`src/common/eth_pkg.sv`:
```
package eth_pkg;

    ////////////////////////////////////////////////////////////////////////////
    // Framing bytes
    ////////////////////////////////////////////////////////////////////////////

    localparam logic [7:0] preamble_byte = 8'h55;
    localparam logic [7:0] sfd_byte      = 8'hd5;

    // Exactly this many 0x55 bytes before the SFD
    localparam int preamble_len = 7;

    localparam int mac_bytes = 6;

    ////////////////////////////////////////////////////////////////////////////
    // Station address
    ////////////////////////////////////////////////////////////////////////////

    // 00:0A:35:01:FE:C0, first byte on the wire in the top bits
    localparam logic [47:0] board_mac = 48'h000a_3501_fec0;

endpackage

```
`src/common/rx_pkg.sv`:
```
package rx_pkg;

    typedef logic [7:0]  byte_t;
    typedef logic [3:0]  nibble_t;
    typedef logic [47:0] mac_t;

    // Counts bytes inside the preamble or one address field
    typedef logic [2:0] count_t;

    // Parser states
    typedef enum logic [2:0] {
        st_idle,
        st_preamble,
        st_sfd,
        st_dest,
        st_src,
        st_payload,
        st_drain
    } parse_state_e;

endpackage

```
`src/common/frame_if.sv`:
```
`timescale 1ns/1ps

interface frame_if;

    // Header fields, held from hdr_valid until the next frame
    rx_pkg::mac_t  dest_mac;
    rx_pkg::mac_t  src_mac;
    logic          hdr_valid;

    // Payload strobe and byte
    rx_pkg::byte_t data;
    logic          data_valid;
    logic          frame_end;

    modport parser (
        output dest_mac, src_mac, hdr_valid, data, data_valid, frame_end
    );

    modport filter (
        input dest_mac, src_mac, hdr_valid, data, data_valid, frame_end
    );

endinterface

```
`src/design/eth_receive_top.sv`:
```
`timescale 1ns/1ps

module eth_receive_top
(
    input  logic            phy_rx_clk,
    input  logic            reset,
    input  rx_pkg::nibble_t phy_rxd,
    input  logic            phy_rx_ctrl,
    output rx_pkg::byte_t   rx_data,
    output logic            data_valid,
    output logic            frame_done,
    output rx_pkg::mac_t    src_mac
);

    rx_pkg::byte_t byte_data;
    logic          byte_strobe;
    logic          frame_active;

    frame_if frm ();

    nibble_assembler nibble_assembler_inst (
        .phy_rx_clk   (phy_rx_clk),
        .reset        (reset),
        .phy_rxd      (phy_rxd),
        .phy_rx_ctrl  (phy_rx_ctrl),
        .byte_data    (byte_data),
        .byte_strobe  (byte_strobe),
        .frame_active (frame_active)
    );

    frame_parser frame_parser_inst (
        .phy_rx_clk   (phy_rx_clk),
        .reset        (reset),
        .byte_data    (byte_data),
        .byte_strobe  (byte_strobe),
        .frame_active (frame_active),
        .frm          (frm)
    );

    mac_filter mac_filter_inst (
        .phy_rx_clk (phy_rx_clk),
        .reset      (reset),
        .frm        (frm),
        .rx_data    (rx_data),
        .data_valid (data_valid),
        .frame_done (frame_done),
        .src_mac    (src_mac)
    );

endmodule

```
`src/design/mac_filter.sv`:
```
`timescale 1ns/1ps

module mac_filter
(
    input  logic          phy_rx_clk,
    input  logic          reset,
    frame_if.filter       frm,
    output rx_pkg::byte_t rx_data,
    output logic          data_valid,
    output logic          frame_done,
    output rx_pkg::mac_t  src_mac
);

    logic matched;
    logic dest_hit;

    assign dest_hit = (frm.dest_mac == eth_pkg::board_mac);

    ////////////////////////////////////////////////////////////////////////////
    // Match flag and output strobes
    ////////////////////////////////////////////////////////////////////////////

    always_ff @(posedge phy_rx_clk or posedge reset)
    begin
        if (reset)
        begin
            matched    <= 1'b0;
            data_valid <= 1'b0;
            frame_done <= 1'b0;
            src_mac    <= '0;
        end
        else
        begin
            data_valid <= frm.data_valid & matched;
            frame_done <= frm.frame_end & matched;
            if (frm.hdr_valid)
            begin
                matched <= dest_hit;
                // Sender of the last accepted frame
                if (dest_hit)
                    src_mac <= frm.src_mac;
            end
            else if (frm.frame_end)
                matched <= 1'b0;
        end
    end

    always_ff @(posedge phy_rx_clk)
    begin
        if (frm.data_valid && matched)
            rx_data <= frm.data;
    end

endmodule

```
`src/design/nibble_assembler.sv`:
```
`timescale 1ns/1ps

module nibble_assembler
(
    input  logic            phy_rx_clk,
    input  logic            reset,
    input  rx_pkg::nibble_t phy_rxd,
    input  logic            phy_rx_ctrl,
    output rx_pkg::byte_t   byte_data,
    output logic            byte_strobe,
    output logic            frame_active
);

    rx_pkg::nibble_t rxd_q;
    rx_pkg::nibble_t low_nibble;
    logic            ctrl_q;
    logic            phase;

    // Phase restarts whenever the PHY drops ctrl
    always_ff @(posedge phy_rx_clk or posedge reset)
    begin
        if (reset)
        begin
            ctrl_q       <= 1'b0;
            phase        <= 1'b0;
            byte_strobe  <= 1'b0;
            frame_active <= 1'b0;
        end
        else
        begin
            ctrl_q       <= phy_rx_ctrl;
            frame_active <= ctrl_q;
            byte_strobe  <= ctrl_q & phase;
            if (ctrl_q)
                phase <= ~phase;
            else
                phase <= 1'b0;
        end
    end

    // Low nibble arrives first
    always_ff @(posedge phy_rx_clk)
    begin
        rxd_q <= phy_rxd;
        if (ctrl_q && !phase)
            low_nibble <= rxd_q;
        if (ctrl_q && phase)
            byte_data <= {rxd_q, low_nibble};
    end

endmodule

```
`src/frame_parser/frame_parser.sv`:
```
`timescale 1ns/1ps

module frame_parser
(
    input  logic           phy_rx_clk,
    input  logic           reset,
    input  rx_pkg::byte_t  byte_data,
    input  logic           byte_strobe,
    input  logic           frame_active,
    frame_if.parser        frm
);

    rx_pkg::parse_state_e state;
    rx_pkg::count_t       count;

    localparam rx_pkg::count_t last_preamble = rx_pkg::count_t'(eth_pkg::preamble_len - 1);
    localparam rx_pkg::count_t last_mac_byte = rx_pkg::count_t'(eth_pkg::mac_bytes - 1);

    ////////////////////////////////////////////////////////////////////////////
    // Frame state machine
    ////////////////////////////////////////////////////////////////////////////

    always_ff @(posedge phy_rx_clk or posedge reset)
    begin
        if (reset)
        begin
            state          <= rx_pkg::st_idle;
            count          <= '0;
            frm.hdr_valid  <= 1'b0;
            frm.data_valid <= 1'b0;
            frm.frame_end  <= 1'b0;
        end
        else
        begin
            frm.hdr_valid  <= 1'b0;
            frm.data_valid <= 1'b0;
            frm.frame_end  <= 1'b0;
            if (!frame_active)
            begin
                // Only a frame that reached its payload ends cleanly
                if (state == rx_pkg::st_payload)
                    frm.frame_end <= 1'b1;
                state <= rx_pkg::st_idle;
                count <= '0;
            end
            else if (byte_strobe)
            begin
                case (state)
                    rx_pkg::st_idle:
                    begin
                        if (byte_data == eth_pkg::preamble_byte)
                            state <= rx_pkg::st_preamble;
                        else
                            state <= rx_pkg::st_drain;
                        count <= rx_pkg::count_t'(1);
                    end
                    rx_pkg::st_preamble:
                    begin
                        if (byte_data != eth_pkg::preamble_byte)
                            state <= rx_pkg::st_drain;
                        else if (count == last_preamble)
                            state <= rx_pkg::st_sfd;
                        else
                            count <= count + 1'b1;
                    end
                    rx_pkg::st_sfd:
                    begin
                        // An eighth 0x55 also lands here and is rejected
                        if (byte_data == eth_pkg::sfd_byte)
                            state <= rx_pkg::st_dest;
                        else
                            state <= rx_pkg::st_drain;
                        count <= '0;
                    end
                    rx_pkg::st_dest:
                    begin
                        if (count == last_mac_byte)
                        begin
                            state <= rx_pkg::st_src;
                            count <= '0;
                        end
                        else
                            count <= count + 1'b1;
                    end
                    rx_pkg::st_src:
                    begin
                        if (count == last_mac_byte)
                        begin
                            state         <= rx_pkg::st_payload;
                            count         <= '0;
                            frm.hdr_valid <= 1'b1;
                        end
                        else
                            count <= count + 1'b1;
                    end
                    rx_pkg::st_payload:
                        frm.data_valid <= 1'b1;
                    default:
                        state <= rx_pkg::st_drain;
                endcase
            end
        end
    end

    // Header shift registers and payload byte
    always_ff @(posedge phy_rx_clk)
    begin
        if (byte_strobe && frame_active)
        begin
            if (state == rx_pkg::st_dest)
                frm.dest_mac <= {frm.dest_mac[39:0], byte_data};
            if (state == rx_pkg::st_src)
                frm.src_mac <= {frm.src_mac[39:0], byte_data};
            if (state == rx_pkg::st_payload)
                frm.data <= byte_data;
        end
    end

endmodule

```
`config.mk`:
```
export PLATFORM = sky130hd
export DESIGN_NAME = eth_receive_top
export DESIGN_NICKNAME = d
export VERILOG_FILES = /design/src/common/eth_pkg.sv /design/src/common/rx_pkg.sv /design/src/common/frame_if.sv /design/src/design/eth_receive_top.sv /design/src/design/mac_filter.sv /design/src/design/nibble_assembler.sv /design/src/frame_parser/frame_parser.sv
export SDC_FILE = /design/constraint.sdc
export NUM_CORES = 1
export LEC_CHECK = 0
export BUFFER_PORTS_ARGS = -buffer_cell sky130_fd_sc_hd__buf_4
export CAP_MARGIN = 5
export CORE_MARGIN = 8
export CORE_UTILIZATION = 28
export DETAILED_ROUTE_END_ITERATION = 10
export PLACE_DENSITY = 0.52
export SLEW_MARGIN = 20
export SYNTH_ARGS = -nofsm -noshare
export SYNTH_HDL_FRONTEND = slang
export SYNTH_HIERARCHICAL = 1
export SYNTH_SLANG_ARGS = --single-unit
```
`constraint.sdc`:
```
create_clock -name phy_rx_clk -period 5.3 [get_ports phy_rx_clk]
set_input_delay 0.53 -clock phy_rx_clk [delete_from_list [all_inputs] [get_ports phy_rx_clk]]
set_output_delay 0.53 -clock phy_rx_clk [all_outputs]
set_load 0.005 [all_outputs]
```
==> impl_metrics.py <==
metrics = {
    "hold_path": {
        "hold_start": "phy_rxd[2]",
        "worstHoldPathType": "in2reg",
    },
    "timing": {
        "rsz0062_at_grt": "false",
        "fin_ws_ns": 2.910,
        "clock_skew_ns": 0.01010,
        "tightest_slew_ns": 0.6773,
        "final.min_clock_period_ns": 2.390,
        "final_max_slew_viol_count": 0,
        "hold_viol_final": 0,
        "finalCritPeriodShare_pct": 45.09,
        "slew_headroom_pct": 54.85,
        "setup_viol": 0,
        "final.setup.tns_ns": 0,
        "hold_slack_ns": 0.2057,
        "fmax_ghz": 0.4185,
    },
    "placed_design": {
        "gp_congestion": 0.7671,
        "place_ws_ns": 2.882,
        "numPortBuffers": 64,
        "dpl_cell_area_um2": 7535,
        "place_inst": 720,
        "dp.final_hpwl_mm": 7.825,
    },
    "synth": {
        "syn_avg_cell_area_um2": 19.53,
        "synth_top_cells_by_area": "edfxtp_1 56%, dfrtp_1 24%, mux2_2 6.7%",
        "yosysTopAreaCellShare_pct": 55.74,
        "synth_edf_count": 124,
        "synth_most_common_cell": "edfxtp_1",
        "yosysWarnings": 6,
        "async_flop_share_pct": 33.33,
        "syn-num-nets": 352,
        "syn-instance-count": 342,
        "ys.flop_type": "edfxtp_1",
        "synth_common_cells": "124 x edfxtp_1, 64 x dfrtp_1, 40 x mux2_2, 9 x mux2_1, 7 x inv_1",
        "syn-cell-area_um2": 6680,
        "synth_seq_cells": 192,
        "synth_cell_type_count": 52,
        "yosysTopAreaCell": "edfxtp_1",
        "synth_seq_area_share_pct": 80.91,
    },
    "floorplanning": {
        "std_cell_rows": 56,
        "core_um2": 23470,
        "die_h_um": 170.5,
        "initial_core_util_pct": 28.46,
        "die_area_um2": 29060,
        "pin_count": 65,
        "die_w_um": 170.5,
    },
    "clocking": {
        "cts_resized": 0,
        "clock-sinks": 192,
        "clk_latency_ns": 0.42,
        "root_buffer": "clkbuf_16",
        "cts_setup_buffers": 0,
        "cts.htree.levels": 4,
        "numCtsBuffers": 17,
        "cts_max_path_buffers": 2,
        "cts_tree": "done",
        "clkTransAtPathRegs_ns": 0.07,
    },
    "routing": {
        "ant_nets": 0,
        "wire_per_inst_um": 15.77,
        "dr.pass1.iters": 4,
        "viasPerCell": 4.143,
        "vias": 3120,
        "drt_iter0_drc": 217,
        "drc": 0,
        "finalWirelength_mm": 11.88,
    },
    "setup_path": {
        "critPathRequiredTime_ns": 5.61,
        "crit_buf_inv": 1,
        "worst-setup-path-type": "reg2reg",
        "arrival_ns": 2.70,
        "cp_cell_sequence": "nor4b_1 > nand4_1 > nor4_4 > buf_4 > mux2_2",
        "worstSetupStartpointType": "flip-flop",
        "r2r_start": "frame_parser_inst/frm.dest_mac[1]",
        "max_stage_delay_ns": 0.58,
        "crit_slowest_cell": "buf_4",
        "worst_path_dominant_cell_family": "simple AND/OR/NAND/NOR gates",
        "cp-end-kind": "flip-flop",
        "critical_path.startpoint": "frame_parser_inst/frm.dest_mac[1]",
        "worstPathMaxFanout": 49,
    },
    "pwr": {
        "seqPwrFrac_pct": 55.9,
        "leakage_nw": 3.195,
        "power.switching_uw": 652.1,
        "pwr-share-clk_pct": 41.9,
        "swShare_pct": 22.41,
        "vdd_drop_max_mv": 0.1459,
        "finalPower_mw": 2.910,
        "p_comb_share_pct": 2.2,
        "p_int_mw": 2.257,
        "power.density_cell_area_nw_per_um2": 358.3,
    },
    "grt": {
        "antenna_found_initial": 0,
        "grt_overflow": 0,
        "grt_pass1_wl_mm": 18.43,
        "grt_max_degree": 52,
        "track_usage_pct": 8.375,
        "grt_pass1_vias": 3267,
    },
    "finish": {
        "finish.utilization_pct": 34.59,
        "fin_area_um2": 8120,
        "n_fill_cell": 2236,
        "syn2layout_area_growth_pct": 21.56,
        "fin_nets": 431,
        "antenna_cells": 0,
        "instances_no_fill": 753,
        "drive_gt1_share_pct": 35.71,
    },
    "status": {
        "status": "completed",
    },
    "run": {
        "drv_cap": 0,
    },
}
-- area by class of cell --
cell class / instances / area [um2] / area share, %
clock buffers: 18 / 429.2 / 5.285
flip-flops and latches: 192 / 5405 / 66.56
well taps: 319 / 399.1 / 4.915
multi-input cells: 133 / 1195 / 14.71
inverters: 8 / 30.03 / 0.3698
repair buffers: 69 / 520.5 / 6.410
clock inverters: 14 / 141.4 / 1.741
-- path summary, 6_finish.rpt --
path	to	slack [ns]	depth (start not counted)
min reg2reg	nibble_assembler_inst/frame_active	0.39	0
max reg2reg	mac_filter_inst/src_mac[6]	2.91	5
min in group asynchronous	nibble_assembler_inst/phase	0.57	3
max in group asynchronous	mac_filter_inst/src_mac[36]	3.97	4
min	nibble_assembler_inst/rxd_q[2]	0.21	1
max	mac_filter_inst/src_mac[6]	2.91	5
-- layer usage --
metal / share of wire (%) / wire length (um) / up-vias / track usage [%]
li1: - / - / 1469 / -
met1: 44 / 5202 / 1580 / 9.996
met2: 50 / 5884 / 58 / 13.44
met3: 4.9 / 583 / 13 / 2.989
met4: 1.8 / 208 / 0 / 3.738
met5: 0 / 0 / - / 0
-- worst reg2reg max path, cell delays in order (launching register included) --
cell	delay (ns)
edfxtp_1	0.40
nor4b_1	0.43
nand4_1	0.24
nor4_4	0.19
buf_4	0.58
mux2_2	0.44
-- registers in the layout, indices dropped and copies added, names as in the netlist, 3 cells and up --
| name | cells |
|---|---|
| nibble_assembler_inst/byte_data | 8 |
| frame_parser_inst/frm.src_mac | 48 |
| frame_parser_inst/frm.data | 8 |
| mac_filter_inst/src_mac | 48 |
| nibble_assembler_inst/low_nibble | 4 |
| frame_parser_inst/count | 3 |
| mac_filter_inst/rx_data | 8 |
| frame_parser_inst/frm.dest_mac | 48 |
| nibble_assembler_inst/rxd_q | 4 |
| frame_parser_inst/state | 3 |
-- cells by family (layout without fill, tap and decap cells) --
logic type | after synthesis | count (layout) | share of synthesized area (%)
compound gates | 27 | 27 | 3.072
fa+ha+maj | 3 | 3 | 0.5620
buf+inv | 17 | 109 | 1.461
flops | 192 | 192 | 80.91
mux | 49 | 49 | 8.260
simple gates | 54 | 54 | 5.731
-- power groups by stage --
stage	sequential, mW	clock [mW]	combinational, mW
2_1_floorplan	1.64	0	0.0534
4_1_cts	1.63	1.26	0.0642
3_5_place_dp	1.66	0	0.0636
6_report	1.63	1.22	0.0628
3_3_place_gp	1.66	0	0.0600
5_1_grt	1.63	1.33	0.0702
-- layout by cell type, fill, tap and decap left out, types with 2 or more instances in the layout --
master	synthesis	final
mux2_2	40	40
o21ai_1	3	3
nor4bb_1	5	5
a22o_1	2	2
edfxtp_1	124	124
nor2_1	5	4
nor3b_1	4	3
clkinv_4	0	3
dfxtp_1	4	4
inv_6	0	4
a21o_1	2	2
mux2_1	9	9
nor4_1	4	4
buf_4	3	68
nand3_1	3	3
inv_2	1	2
nor3b_2	1	2
a21oi_1	4	4
nand2_1	6	6
nor2b_1	2	2
nor4b_1	3	3
clkbuf_16	0	17
nand4_1	3	3
and4b_1	2	2
ha_1	3	3
o21ai_0	4	4
inv_1	7	6
and2b_1	2	2
dfrtp_1	64	64
or3_1	2	2
inv_8	0	5
and2_1	3	3
-- timing repair --
| action | CTS | global route |
|---|---|---|
| setup endpoints to repair | 0 | 0 |
| hold buffers | 1 | 0 |
| hold endpoints to repair | 4 | 0 |
No activity file was read; power rests on OpenSTA's default activity.
